[src/verilog/wbh_pkg.sv]
// wishbone host shared definitions
// request/response bundles, address regions, local register map
// and the address field positions used by the host stages

`default_nettype none

package wbh_pkg;

   // ------------------------------------------------
   // address map
   // ------------------------------------------------
   localparam int REGION_MSB   = 19;             // region field upper bit
   localparam int REGION_LSB   = 18;             // region field lower bit
   localparam int EXT_ADR_BITS = 18;             // master bits passed to slave

   localparam logic [15:0] BANK_SEL_RESET = 16'h1000;

   // adr[19:18] decode, 2'b01 also lands in ext
   typedef enum logic [1:0] {
      REGION_EXT   = 2'b00,
      REGION_LOCAL = 2'b10,
      REGION_RSVD  = 2'b11
   } region_e;

   // local register select, adr[3:2]
   typedef enum logic [1:0] {
      REG_GLB_CTRL  = 2'b00,                     // sw resets in [2:0]
      REG_BANK_SEL  = 2'b01,                     // upper ext address bits
      REG_CLK_CTRL1 = 2'b10,
      REG_CLK_CTRL2 = 2'b11
   } reg_addr_e;

   // ------------------------------------------------
   // bus bundles
   // ------------------------------------------------

   // one master access, held for the whole transfer
   typedef struct packed {
      logic [31:0] adr;
      logic        we;
      logic [31:0] dat;
      logic [3:0]  sel;                          // byte enables
   } wb_req_t;

   // response from any target
   typedef struct packed {
      logic [31:0] dat;                          // read data
      logic        ack;
      logic        err;
   } wb_rsp_t;

endpackage

`default_nettype wire

[src/verilog/wbh_req_stage.sv]
// wishbone host request stage
// qualifies stb with cyc, issues one request pulse per access
// and keeps the request fields until the next access

`timescale 1ns/100ps
`default_nettype none

module wbh_req_stage (
   input  logic              wbm_clk_i,
   input  logic              wbm_rst_n,
   input  logic              wbm_cyc_i,
   input  logic              wbm_stb_i,
   input  logic [31:0]       wbm_adr_i,
   input  logic              wbm_we_i,
   input  logic [31:0]       wbm_dat_i,
   input  logic [3:0]        wbm_sel_i,
   input  logic              rsp_ack_i,          // registered ack/err on master bus
   input  logic              rsp_pend_i,         // response about to be registered
   output logic              req_vld_o,
   output wbh_pkg::wb_req_t  req_o,
   output wbh_pkg::region_e  region_o
);

   typedef enum logic {
      REQ_IDLE,                                  // ready for a new access
      REQ_WAIT                                   // access in flight
   } req_state_e;

   req_state_e state_q;
   logic       req_take;

   // no new request while a response is still on its way out
   assign req_take = (state_q == REQ_IDLE) && wbm_cyc_i && wbm_stb_i
                     && !rsp_ack_i && !rsp_pend_i;

   always_ff @(posedge wbm_clk_i or negedge wbm_rst_n)
   begin
      if (!wbm_rst_n)
      begin
         state_q   <= REQ_IDLE;
         req_vld_o <= 1'b0;
      end
      else
      begin
         req_vld_o <= req_take;                  // single cycle pulse
         case (state_q)
            REQ_IDLE: if (req_take) state_q <= REQ_WAIT;
            REQ_WAIT: if (rsp_pend_i) state_q <= REQ_IDLE;
            default:  state_q <= REQ_IDLE;
         endcase
      end
   end

   // request fields, loaded with the pulse
   always_ff @(posedge wbm_clk_i)
   begin
      if (req_take)
         req_o <= '{adr: wbm_adr_i, we: wbm_we_i, dat: wbm_dat_i, sel: wbm_sel_i};
   end

   // region from held address
   always_comb
   begin
      case (req_o.adr[wbh_pkg::REGION_MSB:wbh_pkg::REGION_LSB])
         2'b10:   region_o = wbh_pkg::REGION_LOCAL;
         2'b11:   region_o = wbh_pkg::REGION_RSVD;
         default: region_o = wbh_pkg::REGION_EXT;
      endcase
   end

endmodule

`default_nettype wire

[src/verilog/wbh_local_regs.sv]
// wishbone host local configuration registers
// global control, bank select and two clock control words,
// with byte enables on global control and one-cycle acknowledge

`timescale 1ns/100ps
`default_nettype none

module wbh_local_regs #(
   parameter logic [31:0] CLK_CTRL1_RESET = 32'h0,
   parameter logic [31:0] CLK_CTRL2_RESET = 32'h0
) (
   input  logic              wbm_clk_i,
   input  logic              wbm_rst_n,
   input  logic              sel_i,              // request pulse, local region
   input  wbh_pkg::wb_req_t  req_i,
   output wbh_pkg::wb_rsp_t  rsp_o,
   output logic [2:0]        glb_ctrl_o,         // sw reset bits
   output logic [15:0]       bank_sel_o,
   output logic [31:0]       clk_ctrl1_o,
   output logic [31:0]       clk_ctrl2_o
);

   wbh_pkg::reg_addr_e reg_addr;
   logic               acc_en;
   logic               wr_en;
   logic               ack_q;
   logic [31:0]        glb_ctrl_q;
   logic [31:0]        rd_mux;
   logic [31:0]        rd_data_q;

   assign reg_addr = wbh_pkg::reg_addr_e'(req_i.adr[3:2]);
   assign acc_en   = sel_i && !ack_q;            // no back to back ack
   assign wr_en    = acc_en && req_i.we;

   // ------------------------------------------------
   // register file
   // ------------------------------------------------
   always_ff @(posedge wbm_clk_i or negedge wbm_rst_n)
   begin
      if (!wbm_rst_n)
      begin
         ack_q       <= 1'b0;
         glb_ctrl_q  <= 32'h0;                   // all sw resets asserted
         bank_sel_o  <= wbh_pkg::BANK_SEL_RESET;
         clk_ctrl1_o <= CLK_CTRL1_RESET;
         clk_ctrl2_o <= CLK_CTRL2_RESET;
      end
      else
      begin
         ack_q <= acc_en;
         if (wr_en)
         begin
            case (reg_addr)
               wbh_pkg::REG_GLB_CTRL:
               begin
                  for (int i = 0; i < 4; i++)
                  begin
                     if (req_i.sel[i])
                        glb_ctrl_q[8*i +: 8] <= req_i.dat[8*i +: 8];
                  end
               end
               wbh_pkg::REG_BANK_SEL:  bank_sel_o  <= req_i.dat[15:0];  // low half only
               wbh_pkg::REG_CLK_CTRL1: clk_ctrl1_o <= req_i.dat;
               wbh_pkg::REG_CLK_CTRL2: clk_ctrl2_o <= req_i.dat;
               default: ;
            endcase
         end
      end
   end

   // ------------------------------------------------
   // readback
   // ------------------------------------------------
   always_comb
   begin
      case (reg_addr)
         wbh_pkg::REG_GLB_CTRL:  rd_mux = glb_ctrl_q;
         wbh_pkg::REG_BANK_SEL:  rd_mux = {16'h0, bank_sel_o};  // zero extended
         wbh_pkg::REG_CLK_CTRL1: rd_mux = clk_ctrl1_o;
         wbh_pkg::REG_CLK_CTRL2: rd_mux = clk_ctrl2_o;
         default:                rd_mux = 32'h0;
      endcase
   end

   // read data lines up with the ack
   always_ff @(posedge wbm_clk_i)
   begin
      if (acc_en && !req_i.we)
         rd_data_q <= rd_mux;
   end

   assign glb_ctrl_o = glb_ctrl_q[2:0];
   assign rsp_o      = '{dat: rd_data_q, ack: ack_q, err: 1'b0};  // never errs

endmodule

`default_nettype wire

[src/verilog/wbh_ext_port.sv]
// wishbone host external slave port
// extends the master address with the bank select and runs
// one classic wishbone cycle on the slave side per request

`timescale 1ns/100ps
`default_nettype none

module wbh_ext_port (
   input  logic              wbm_clk_i,
   input  logic              wbm_rst_n,
   input  logic              sel_i,              // request pulse, ext region
   input  wbh_pkg::wb_req_t  req_i,
   input  logic [15:0]       bank_sel_i,
   output logic              wbs_cyc_o,
   output logic              wbs_stb_o,
   output logic [31:0]       wbs_adr_o,
   output logic              wbs_we_o,
   output logic [31:0]       wbs_dat_o,
   output logic [3:0]        wbs_sel_o,
   input  logic [31:0]       wbs_dat_i,
   input  logic              wbs_ack_i,
   input  logic              wbs_err_i,
   output wbh_pkg::wb_rsp_t  rsp_o
);

   // bank bits above the passed-through master bits
   localparam int BANK_BITS = 32 - wbh_pkg::EXT_ADR_BITS;

   logic busy_q;
   logic slv_done;

   assign slv_done = busy_q && (wbs_ack_i || wbs_err_i);

   // ------------------------------------------------
   // slave cycle control
   // ------------------------------------------------
   always_ff @(posedge wbm_clk_i or negedge wbm_rst_n)
   begin
      if (!wbm_rst_n)
         busy_q <= 1'b0;
      else if (sel_i)
         busy_q <= 1'b1;
      else if (slv_done)
         busy_q <= 1'b0;                         // slave may stretch forever
   end

   assign wbs_cyc_o = busy_q;
   assign wbs_stb_o = busy_q;

   // request fields, stable for the whole slave cycle
   always_ff @(posedge wbm_clk_i)
   begin
      if (sel_i)
      begin
         wbs_adr_o <= {bank_sel_i[15 -: BANK_BITS],
                       req_i.adr[wbh_pkg::EXT_ADR_BITS-1:0]};
         wbs_we_o  <= req_i.we;
         wbs_dat_o <= req_i.dat;
         wbs_sel_o <= req_i.sel;
      end
   end

   // slave answer straight back, only inside our own cycle
   assign rsp_o = '{dat: wbs_dat_i,
                    ack: busy_q && wbs_ack_i,
                    err: busy_q && wbs_err_i};

endmodule

`default_nettype wire

[src/verilog/wbh_rsp_stage.sv]
// wishbone host response stage
// picks the response of the region in flight, makes the reserved
// region error and registers ack, err and read data to the master

`timescale 1ns/100ps
`default_nettype none

module wbh_rsp_stage (
   input  logic              wbm_clk_i,
   input  logic              wbm_rst_n,
   input  logic              req_vld_i,
   input  wbh_pkg::region_e  region_i,
   input  wbh_pkg::wb_rsp_t  local_rsp_i,
   input  wbh_pkg::wb_rsp_t  ext_rsp_i,
   output logic [31:0]       wbm_dat_o,
   output logic              wbm_ack_o,
   output logic              wbm_err_o,
   output logic              rsp_pend_o          // ack/err registered next edge
);

   wbh_pkg::region_e region_q;
   logic             rsvd_err_q;
   wbh_pkg::wb_rsp_t sel_rsp;

   // ------------------------------------------------
   // response select
   // ------------------------------------------------
   always_comb
   begin
      case (region_q)
         wbh_pkg::REGION_LOCAL: sel_rsp = local_rsp_i;
         wbh_pkg::REGION_RSVD:  sel_rsp = '{dat: 32'h0, ack: 1'b0, err: rsvd_err_q};
         default:               sel_rsp = ext_rsp_i;
      endcase
   end

   assign rsp_pend_o = sel_rsp.ack || sel_rsp.err;

   always_ff @(posedge wbm_clk_i or negedge wbm_rst_n)
   begin
      if (!wbm_rst_n)
      begin
         region_q   <= wbh_pkg::REGION_EXT;
         rsvd_err_q <= 1'b0;
         wbm_ack_o  <= 1'b0;
         wbm_err_o  <= 1'b0;
         wbm_dat_o  <= 32'h0;
      end
      else
      begin
         if (req_vld_i)
            region_q <= region_i;                // held until next request
         rsvd_err_q <= req_vld_i && (region_i == wbh_pkg::REGION_RSVD);
         wbm_ack_o  <= sel_rsp.ack;
         wbm_err_o  <= sel_rsp.err;
         if (sel_rsp.ack)
            wbm_dat_o <= sel_rsp.dat;            // last data stays on the bus
      end
   end

endmodule

`default_nettype wire

[src/verilog/wb_host.sv]
// wishbone host top level
// request stage, local config registers, external slave port
// and response stage on the single master clock

`timescale 1ns/100ps
`default_nettype none

module wb_host #(
   parameter logic [31:0] CLK_CTRL1_RESET = 32'h0,
   parameter logic [31:0] CLK_CTRL2_RESET = 32'h0
) (
   input  logic        wbm_clk_i,
   input  logic        wbm_rst_n,

   // master port
   input  logic        wbm_cyc_i,
   input  logic        wbm_stb_i,
   input  logic [31:0] wbm_adr_i,
   input  logic        wbm_we_i,
   input  logic [31:0] wbm_dat_i,
   input  logic [3:0]  wbm_sel_i,
   output logic [31:0] wbm_dat_o,
   output logic        wbm_ack_o,
   output logic        wbm_err_o,

   // slave port
   output logic        wbs_cyc_o,
   output logic        wbs_stb_o,
   output logic [31:0] wbs_adr_o,
   output logic        wbs_we_o,
   output logic [31:0] wbs_dat_o,
   output logic [3:0]  wbs_sel_o,
   input  logic [31:0] wbs_dat_i,
   input  logic        wbs_ack_i,
   input  logic        wbs_err_i,

   // sw resets and clock config
   output logic        wbd_int_rst_n_o,
   output logic        bist_rst_n_o,
   output logic        mac_rst_n_o,
   output logic [31:0] cfg_clk_ctrl1_o,
   output logic [31:0] cfg_clk_ctrl2_o
);

   // ------------------------------------------------
   // stage to stage wires
   // ------------------------------------------------
   logic             req_vld;
   wbh_pkg::wb_req_t req;
   wbh_pkg::region_e region;
   logic             local_sel;
   logic             ext_sel;
   wbh_pkg::wb_rsp_t local_rsp;
   wbh_pkg::wb_rsp_t ext_rsp;
   logic [15:0]      bank_sel;
   logic             rsp_ack;
   logic             rsp_pend;

   assign local_sel = req_vld && (region == wbh_pkg::REGION_LOCAL);
   assign ext_sel   = req_vld && (region == wbh_pkg::REGION_EXT);
   assign rsp_ack   = wbm_ack_o || wbm_err_o;   // response leaving

   wbh_req_stage u_req (
      .wbm_clk_i (wbm_clk_i), .wbm_rst_n (wbm_rst_n),
      .wbm_cyc_i (wbm_cyc_i), .wbm_stb_i (wbm_stb_i),
      .wbm_adr_i (wbm_adr_i), .wbm_we_i  (wbm_we_i),
      .wbm_dat_i (wbm_dat_i), .wbm_sel_i (wbm_sel_i),
      .rsp_ack_i (rsp_ack),   .rsp_pend_i (rsp_pend),
      .req_vld_o (req_vld),   .req_o (req), .region_o (region)
   );

   wbh_local_regs #(
      .CLK_CTRL1_RESET (CLK_CTRL1_RESET),
      .CLK_CTRL2_RESET (CLK_CTRL2_RESET)
   ) u_regs (
      .wbm_clk_i (wbm_clk_i), .wbm_rst_n (wbm_rst_n),
      .sel_i (local_sel), .req_i (req), .rsp_o (local_rsp),
      .glb_ctrl_o ({mac_rst_n_o, bist_rst_n_o, wbd_int_rst_n_o}),  // bits 2..0
      .bank_sel_o (bank_sel),
      .clk_ctrl1_o (cfg_clk_ctrl1_o), .clk_ctrl2_o (cfg_clk_ctrl2_o)
   );

   wbh_ext_port u_ext (
      .wbm_clk_i (wbm_clk_i), .wbm_rst_n (wbm_rst_n),
      .sel_i (ext_sel), .req_i (req), .bank_sel_i (bank_sel),
      .wbs_cyc_o (wbs_cyc_o), .wbs_stb_o (wbs_stb_o),
      .wbs_adr_o (wbs_adr_o), .wbs_we_o  (wbs_we_o),
      .wbs_dat_o (wbs_dat_o), .wbs_sel_o (wbs_sel_o),
      .wbs_dat_i (wbs_dat_i), .wbs_ack_i (wbs_ack_i), .wbs_err_i (wbs_err_i),
      .rsp_o (ext_rsp)
   );

   wbh_rsp_stage u_rsp (
      .wbm_clk_i (wbm_clk_i), .wbm_rst_n (wbm_rst_n),
      .req_vld_i (req_vld), .region_i (region),
      .local_rsp_i (local_rsp), .ext_rsp_i (ext_rsp),
      .wbm_dat_o (wbm_dat_o), .wbm_ack_o (wbm_ack_o), .wbm_err_o (wbm_err_o),
      .rsp_pend_o (rsp_pend)
   );

endmodule

`default_nettype wire

[config.mk]
export PLATFORM = sky130hd
export DESIGN_NAME = wb_host
export DESIGN_NICKNAME = d
export VERILOG_FILES = /design/src/verilog/wbh_pkg.sv /design/src/verilog/wbh_req_stage.sv /design/src/verilog/wbh_local_regs.sv /design/src/verilog/wbh_ext_port.sv /design/src/verilog/wbh_rsp_stage.sv /design/src/verilog/wb_host.sv
export SDC_FILE = /design/constraint.sdc
export NUM_CORES = 1
export LEC_CHECK = 0
export BUFFER_PORTS_ARGS = -buffer_cell sky130_fd_sc_hd__buf_2
export CORE_ASPECT_RATIO = 0.8
export CORE_MARGIN = 3
export CORE_UTILIZATION = 53
export DETAILED_ROUTE_END_ITERATION = 8
export PLACE_DENSITY = 0.79
export SYNTH_ARGS = -nofsm -noshare
export SYNTH_HDL_FRONTEND = slang
export SYNTH_SLANG_ARGS = --single-unit
[constraint.sdc]
create_clock -name wbm_clk_i -period 7.2 [get_ports wbm_clk_i]
set_input_delay 1.44 -clock wbm_clk_i [delete_from_list [all_inputs] [get_ports wbm_clk_i]]
set_output_delay 1.44 -clock wbm_clk_i [all_outputs]
set_load 0.05 [all_outputs]
# Word-level counts from Yosys, hierarchy flattened
# Index checks and enable logic that the tools add are counted.
[word_totals]
reg_bits = 311
inputBits = 107
out_inout_bits = 172
word_cells = 73
[classes]
n_eq_ne = 9
mux = 8
bitwise = 1
reduce_logical = 30
[ops]
columns = ["cell", "n"]
rows = [
  ["$pmux 32 s4", 1],
  ["$pmux 34 s2", 1],
  ["$eq 2x2->1 const B", 8],
  ["$logic_and 1x1->1", 13],
  ["$reduce_and 3->1", 4],
  ["$reduce_and 2->1", 3],
  ["$logic_not 1->1", 4],
  ["$logic_not 2->1", 2],
  ["$mux 1", 4],
  ["$pmux 2 s2", 1],
  ["$logic_or 1x1->1", 3],
  ["$eq 2x1->1 const B", 1],
  ["$pmux 1 s2", 1],
  ["$reduce_bool 2->1", 1],
  ["$not 1->1", 1],
]

# Logic depth before layout (Yosys ltp)
# Gate-level depths: netlist of the first run.
[depth]
ltp_word = 7
ltp_mapped = 6
ltp_nobuf = 4

# By module
# Synthesis of the first run repeated with hierarchy kept, for this count alone.
[unflattened]
hier_cells = 748
area_unflattened_um2 = 13092.6
[by_module_without_submodules]
columns = ["mod", "instances", "cells_per_inst", "area_each_um2", "seq_area_each_um2"]
rows = [
  ["wbh_local_regs", 1, 359, 6120.9, 3789.9],
  ["wbh_rsp_stage", 1, 202, 2399.8, 925.9],
  ["wbh_ext_port", 1, 107, 2369.8, 2097.0],
  ["wbh_req_stage", 1, 77, 2174.6, 2122.0],
  ["wb_host", 1, 3, 27.5, 0.0],
]

# Worst setup path before layout of the first run
# OpenSTA, ideal clock, no wires.
[synth_timing]
kind = "input port to flip-flop"
from = "input wbs_ack_i"
to = "register u_req.req_o[0] (netlist bit), enable pin"
setup_time_ps = 544
arrival_ps = 5855
required_time_ps = 6656
path_slack_ps = 801
stages = 4
n_path_buf = 2
path_cell_list = "a22o_1 buf_6 buf_6 nor3_1"
[synth_lines]
columns = ["item", "line", "source"]
rows = [
  ["from (decl)", "wb_host.sv:34", "input logic wbs_ack_i,"],
  ["to (signal assigned)", "wbh_req_stage.sv:58", "req_o <= '{adr: wbm_adr_i, we: wbm_we_i, dat: wbm_dat_i, sel: wbm_sel_i};"],
  ["to (decl)", "wbh_req_stage.sv:20", "output wbh_pkg::wb_req_t req_o,"],
]

# Worst setup path after layout of the first run
[layout_timing]
from = "register u_rsp.region_q[0]"
to = "register u_req.req_o[39] (netlist bit), enable pin"
[layout_between]
elab_chain_len = 5
elab_cells_between_ends = 6
cone_classes = "eq/ne: 2; mux: 1; reduce/logical: 3"
[layout_lines]
columns = ["item", "line", "source"]
rows = [
  ["from (decl)", "wbh_rsp_stage.sv:21", "wbh_pkg::region_e region_q;"],
  ["from (signal assigned)", "wbh_rsp_stage.sv:43", "region_q <= wbh_pkg::REGION_EXT;"],
  ["from (signal assigned)", "wbh_rsp_stage.sv:52", "region_q <= region_i;"],
  ["$eq 2x2->1", "wbh_rsp_stage.sv:30", "case (region_q)"],
  ["$pmux 34 s2 (*)", "wbh_rsp_stage.sv:30", ""],
  ["$logic_or 1x1->1 (*)", "wbh_rsp_stage.sv:37", "assign rsp_pend_o = sel_rsp.ack || sel_rsp.err;"],
  ["$logic_not 1->1 (*)", "wbh_req_stage.sv:34", "&& !rsp_ack_i && !rsp_pend_i;"],
  ["$logic_and 1x1->1 (*)", "wbh_req_stage.sv:34", ""],
  ["via u_req.req_take", "wbh_req_stage.sv:30", "logic req_take;"],
]
# The timed path passes the listed nets; every way through them passes the cells marked *.
# A chain may end at the register's enable or synchronous reset.

==> results of run 1 <==
[critical path, delay by kind of cell, from the launching register on]
family	cells	cell delay, ns
compound gates	1	0.95
simple gates	2	0.90
flops	1	0.43
buf+inv	1	0.44
[cells in the mapped netlist]
cell | instances | share of area (%)
dfstp_2 | 1 | 0.23
buf_2 | 7 | 0.30
nand4_1 | 1 | 0.054
a22o_1 | 49 | 3.7
mux2_2 | 155 | 15
nor3_4 | 1 | 0.14
and4b_1 | 1 | 0.086
inv_1 | 3 | 0.097
nand4bb_4 | 1 | 0.24
a211oi_1 | 1 | 0.065
nor2_1 | 6 | 0.19
and3_1 | 1 | 0.054
nor2b_1 | 2 | 0.11
a32o_1 | 1 | 0.086
edfxtp_1 | 158 | 41
mux2_1 | 5 | 0.49
buf_8 | 1 | 0.13
o21ai_0 | 1 | 0.043
buf_6 | 8 | 0.78
inv_4 | 1 | 0.054
dfrtp_1 | 152 | 33
a21o_1 | 2 | 0.13
nand3_1 | 1 | 0.043
buf_4 | 5 | 0.32
buf_1 | 2 | 0.065
mux4_2 | 16 | 3.1
nand4_2 | 4 | 0.43
clkbuf_1 | 8 | 0.26
nand2_1 | 2 | 0.065
nor3_1 | 1 | 0.043
[power by group through the flow]
stage	Combinational, uW	Clock [uW]	Sequential, uW
4_1_cts	54.2	1520	1860
2_1_floorplan	9.21	0	1900
5_1_grt	59.2	1590	1860
3_5_place_dp	53.8	0	1900
6_report	52.9	1480	1860
3_3_place_gp	52.6	0	1900
[layout make-up]
class	instances	area (um^2)	area share [%]
Clock inverter	12	115.1	0.8160
Multi-Input combinational cell	251	2838	20.12
Clock buffer	42	814.5	5.774
Antenna cell	2	5.005	0.03548
Tap cell	269	336.6	2.386
Timing Repair Buffer	275	1405	9.961
Sequential cell	311	8574	60.79
Inverter	4	17.52	0.1242
[per-layer routing]
layer	up-vias	share of wire (%)	global-route usage [%]
li1	2869	-	-
met1	3365	42	31.13
met2	225	50	36.16
met3	45	5.9	3.567
met4	6	2.0	5.885
met5	-	0.11	0
[stage by stage]
step                      instances  worst slack, ns
final                          1166            4.069
after CTS                      1164            4.064
after global placement         1110            3.662
after floorplan                 597           0.8009
after global routing           1166            3.908
after detailed placement       1110            3.618
[cell families after synthesis]
kind of cell	share of synthesized area [%]
and+or+nand+nor	1.456
AOI/OAI and AO/OA	4.021
buffers and inverters	2.005
muxes	18.63
DFF	73.89
[registers in the layout, summed over array words and instances, names as in the netlist, 2 cells and up]
| signal | flops |
|---|---|
| u_regs.clk_ctrl1_o | 32 |
| u_rsp.region_q | 2 |
| u_regs.clk_ctrl2_o | 32 |
| u_ext.wbs_sel_o | 4 |
| u_rsp.wbm_dat_o | 32 |
| u_regs.glb_ctrl_q | 32 |
| u_req.req_o | 57 |
| u_ext.wbs_dat_o | 32 |
| u_regs.rd_data_q | 32 |
| u_ext.wbs_adr_o | 32 |
| u_regs.bank_sel_o | 16 |
[path summary, 6_finish.rpt]
path                                   start                     to  cells after the start
max                        u_rsp.region_q[0]        u_req.req_o[39]                      4
min                          u_req.req_o[43]     u_ext.wbs_adr_o[6]                      0
max reg2reg                u_rsp.region_q[0]        u_req.req_o[39]                      4
min reg2reg                  u_req.req_o[43]     u_ext.wbs_adr_o[6]                      0
max in group asynchronous          wbm_rst_n  u_regs.glb_ctrl_q[26]                      2
min in group asynchronous          wbm_rst_n  u_regs.clk_ctrl1_o[4]                      1
==> flow_summary.yaml, run 1 <==
run_status:
  outcome: "complete, no violations"
cells_and_area:
  final_common_cell: "buf_2"
  fin_nets: 979
  design_area_um2: 14110
  drive_gt1_share_pct: 56.42
  fillers: 1455
  area_growth_pct: 21.55
  finish.utilization_pct: 66.82
  layout_common_cells: "buf_2, edfxtp_1, mux2_2"
pwr:
  p_seq_share_pct: 54.8
  switching_share_pct: 19.22
  irDropWorstVdd_v: 0.0001771
  power-per-cell-area_nw_per_um2: 240.8
  clockPowerShare_pct: 43.7
  finalPower_uw: 3397
  p_int_uw: 2744
  combPwrFrac_pct: 1.6
  p_leak_uw: 0.006464
  p_switching_uw: 652.9
route:
  wl_per_cell_um: 22.60
  vias: 6510
  drc: 0
  drt_iter0_drc: 378
  drt_pass1_iterations: 4
  antenna_left: 0
  vias_per_cell: 5.583
  finalWirelength_mm: 26.35
critical_path:
  r2r_setup_slack_ns: 4.07
  critPathLaunchType: "register"
  worstPathMaxFanout: 58
  worstSetupPathType: "reg2reg"
  slowest_stage: "a22o_2"
  path_cells: "nor2b_4 > a22o_2 > nor3_2 > buf_4"
  critPathArrivalTime_ns: 3.30
  end_kind: "register"
  critPathMaxStageDelay_ns: 0.95
  cp.required_ns: 7.37
synthesis:
  synth_seq_cells: 311
  syn-num-nets: 704
  ys_seq_area_share_pct: 73.89
  yosys_warnings: 0
  syn_inst: 597
  avgSynthCellArea_um2: 19.44
  yosysUniqueCellTypes: 30
  syn_area_um2: 11600
placed_design:
  dpl-instance-area_um2: 13170
  gp_congestion: 0.7665
  portBuffers: 266
  dpl.hpwl_mm: 16.57
global_routing:
  grt_pass1_vias: 6814
  track_usage_pct: 22.05
  grt_max_degree: 100
  grt_overflow: 0
  grt_pass1_wl_mm: 40.56
  antenna_found_initial: 5
die:
  dieWidth_um: 171.4
  dieArea_um2: 23720
  die_h_um: 138.4
  rows: 47
  initial_core_util_pct: 54.97
  ioPinCount: 279
  core_area_um2: 21110
timing:
  period_share_pct: 43.48
  setup_viol: 0
  skew_ns: 0.02071
  report.final.slew_viol_count: 0
  whs_ns: 0.4225
  final.min_clock_period_ns: 3.131
  grt_setup_unrepaired: "no"
  fmax_ghz: 0.3194
  slew-limit-headroom_pct: 20.70
  worstMarginPinSlew_ns: 1.187
  finalHoldViolCount: 0
  tns_ns: 0
cts:
  cts_made_buffers: 29
  cts_tree: "done"
  clk_pin_slew_worst_paths_ns: 0.06
  cts_max_path_buffers: 3
  clock_latency_ns: 0.54
  cts_root_buffer: "clkbuf_16"
  hold_buffers: 0
  cts_max_level: 1
  post-cts-setup-buffers: 0
  clock-sinks: 311
  cts_resized: 0
min_path:
  hp-class: "reg2reg"
flow_run:
  maxCapViolCount: 0
No activity file was read; power rests on OpenSTA's default activity.
==> inputs of run 2 (changes only) <==
==> constraint.sdc (replaced) <==
create_clock -name wbm_clk_i -period 3.25 [get_ports wbm_clk_i]
set_input_delay 0.65 -clock wbm_clk_i [delete_from_list [all_inputs] [get_ports wbm_clk_i]]
set_output_delay 0.65 -clock wbm_clk_i [all_outputs]
set_load 0.05 [all_outputs]
==> run 2 against run 1 <==
Compared with the run above:
- setup slack got worse by 3.6 ns
- combinational power increased by 120%
- design area up 0.70%
- clock power up 120%
- global-route usage about the same
- critical path type unchanged
- sequential share of layout area is 0.42 points lower
- highest routed layer unchanged
- final cell count rose by 0.60%
- largest power group unchanged
- first-iteration DRC count rose by 10%
- utilization grew 0.47 points
- non-clock buffer count is 9 higher
- critical endpoint is now u_rsp.wbm_dat_o[19]
- power up 120%
==> flow_summary.yaml, run 2 (same netlist as run 1, synthesis figures left out) <==
critical_path:
  worstSetupPathType: "reg2reg"
  critPathMaxStageDelay_ns: 0.81
  end_kind: "register"
  r2r_setup_slack_ns: 0.48
  critPathArrivalTime_ns: 3.17
  slowest_stage: "nor2b_4"
  cp.required_ns: 3.65
  critPathLaunchType: "register"
  r2r_end: "u_rsp.wbm_dat_o[19]"
  cp-startpoint: "u_rsp.region_q[1]"
  worstPathMaxFanout: 33
  path_cells: "nor2b_4 > a22o_2 > buf_4 > mux2_2"
  r2r_cells: 4
  r2r-start: "u_rsp.region_q[1]"
placed_design:
  post-place-ws_ns: 0.5272
  portBuffers: 266
  gp_congestion: 0.7639
  dpl.hpwl_mm: 17.29
timing:
  period_share_pct: 85.24
  report.final.slew_viol_count: 0
  worstMarginPinSlew_ns: 0.9650
  setup_ws_ns: 0.4798
  tns_ns: 0
  grt_setup_unrepaired: "no"
  fmax_ghz: 0.3610
  final.min_clock_period_ns: 2.770
  finalHoldViolCount: 0
  setup_viol: 0
  slew-limit-headroom_pct: 35.53
  skew_ns: 0.007778
die:
  core_area_um2: 21110
  dieWidth_um: 171.4
  ioPinCount: 279
  dieArea_um2: 23720
  initial_core_util_pct: 54.97
  die_h_um: 138.4
  rows: 47
route:
  drt_iter0_drc: 417
  drc: 0
  wl_met1_mm: 10.93
  finalWirelength_mm: 26.29
  top_layer: "met5"
  antenna_left: 0
  wl_per_cell_um: 22.42
  vias_per_cell: 5.567
  met2_length_mm: 12.92
  drt_pass1_iterations: 4
  dr_wl_met3_mm: 1.731
  vias: 6530
cts:
  cts_tree: "done"
  clock_latency_ns: 0.53
  cts_resized: 0
  cts_root_buffer: "clkbuf_16"
  clock-sinks: 311
  cts_max_level: 1
  post-cts-setup-buffers: 0
  cts_made_buffers: 29
  clk_pin_slew_worst_paths_ns: 0.06
  hold_buffers: 0
  cts_max_path_buffers: 3
global_routing:
  grt_max_degree: 72
  grt_overflow: 0
  grt_pass1_vias: 6982
  antenna_found_initial: 4
  track_usage_pct: 22.10
  grt_pass1_wl_mm: 40.89
cells_and_area:
  final_common_cell: "buf_2"
  fillers: 1433
  drive_gt1_share_pct: 56.59
  fin_nets: 988
  largest_reg_flops: 57
  area_growth_pct: 22.40
  multi_input_area_um2: 2844
  regArea_um2: 8574
  layout_common_cells: "buf_2, edfxtp_1, mux2_2"
  top_register: "u_req.req_o"
min_path:
  hp-class: "in2async"
pwr:
  power-per-cell-area_nw_per_um2: 531.2
  p_leak_uw: 0.006509
  irDropWorstVdd_v: 0.0004302
flow_run:
  maxCapViolCount: 0
run_status:
  outcome: "complete, no violations"
==> run 2: changes by cell type in the layout (fill, tap and decap cells not counted), moves of 2 or more <==
cell      before  now
clkbuf_8       4    6
clkinv_2       6    3
buf_12         0    2
clkbuf_1       9   11
buf_4          9   16
==> run 2: worst max-delay path by stage <==
stage                          end  slack [ns]  depth (start not counted)
2_1_floorplan       u_req.req_o[0]        0.16                          5
3_3_place_gp   u_rsp.wbm_dat_o[14]        0.59                          4
3_5_place_dp   u_rsp.wbm_dat_o[18]        0.53                          4
4_1_cts        u_rsp.wbm_dat_o[19]        0.48                          4
5_1_grt        u_rsp.wbm_dat_o[19]        0.32                          4
6_report       u_rsp.wbm_dat_o[19]        0.48                          4
==> run 2: per-stage QoR <==
step | instance area (um^2) | instances | total power, uW | hold WS, ns | util [%]
2_1_floorplan | 11620 | 597 | 4223 | 0.3544 | -
4_1_cts | 14200 | 1172 | 7608 | 0.1482 | 67.27
3_5_place_dp | 13270 | 1119 | 4323 | 0.4045 | 62.86
6_report | 14200 | 1173 | 7546 | 0.1334 | 67.29
3_3_place_gp | 13270 | 1119 | 4321 | 0.4006 | 62.86
5_1_grt | 14200 | 1173 | 7765 | 0.1631 | 67.29
==> run 2: cell type report <==
type	instances	area share, %
tap	269	2.369
sequential	311	60.36
clock inverter	7	0.5813
multi-input combinational	251	20.02
antenna	1	0.01762
clock buffer	46	5.981
inverter	4	0.1233
timing repair buffer	284	10.54
==> run 2: worst max-delay path, delay by kind of cell, from the launching register on <==
kind / cells / cell delay [ns]
AOI/OAI and AO/OA: 1 / 0.65
and+or+nand+nor: 1 / 0.81
muxes: 1 / 0.38
DFF: 1 / 0.39
buffers and inverters: 1 / 0.39
==> run 2: power breakdown <==
group / switching (uW) / internal (uW) / leakage [uW] / total, uW
Clock: 1370 / 1940 / 0.000457 / 3300
Sequential: 0 / 4120 / 0.00345 / 4120
Combinational: 58.9 / 60.2 / 0.00260 / 119
Total: 1420 / 6120 / 0.00651 / 7550
==> run 2: metal layers <==
layer / GRT usage (%) / vias up
met4: 5.800 / 6
met5: 0 / -
met2: 36.10 / 224
met1: 30.57 / 3368
met3: 4.737 / 52
li1: - / 2880
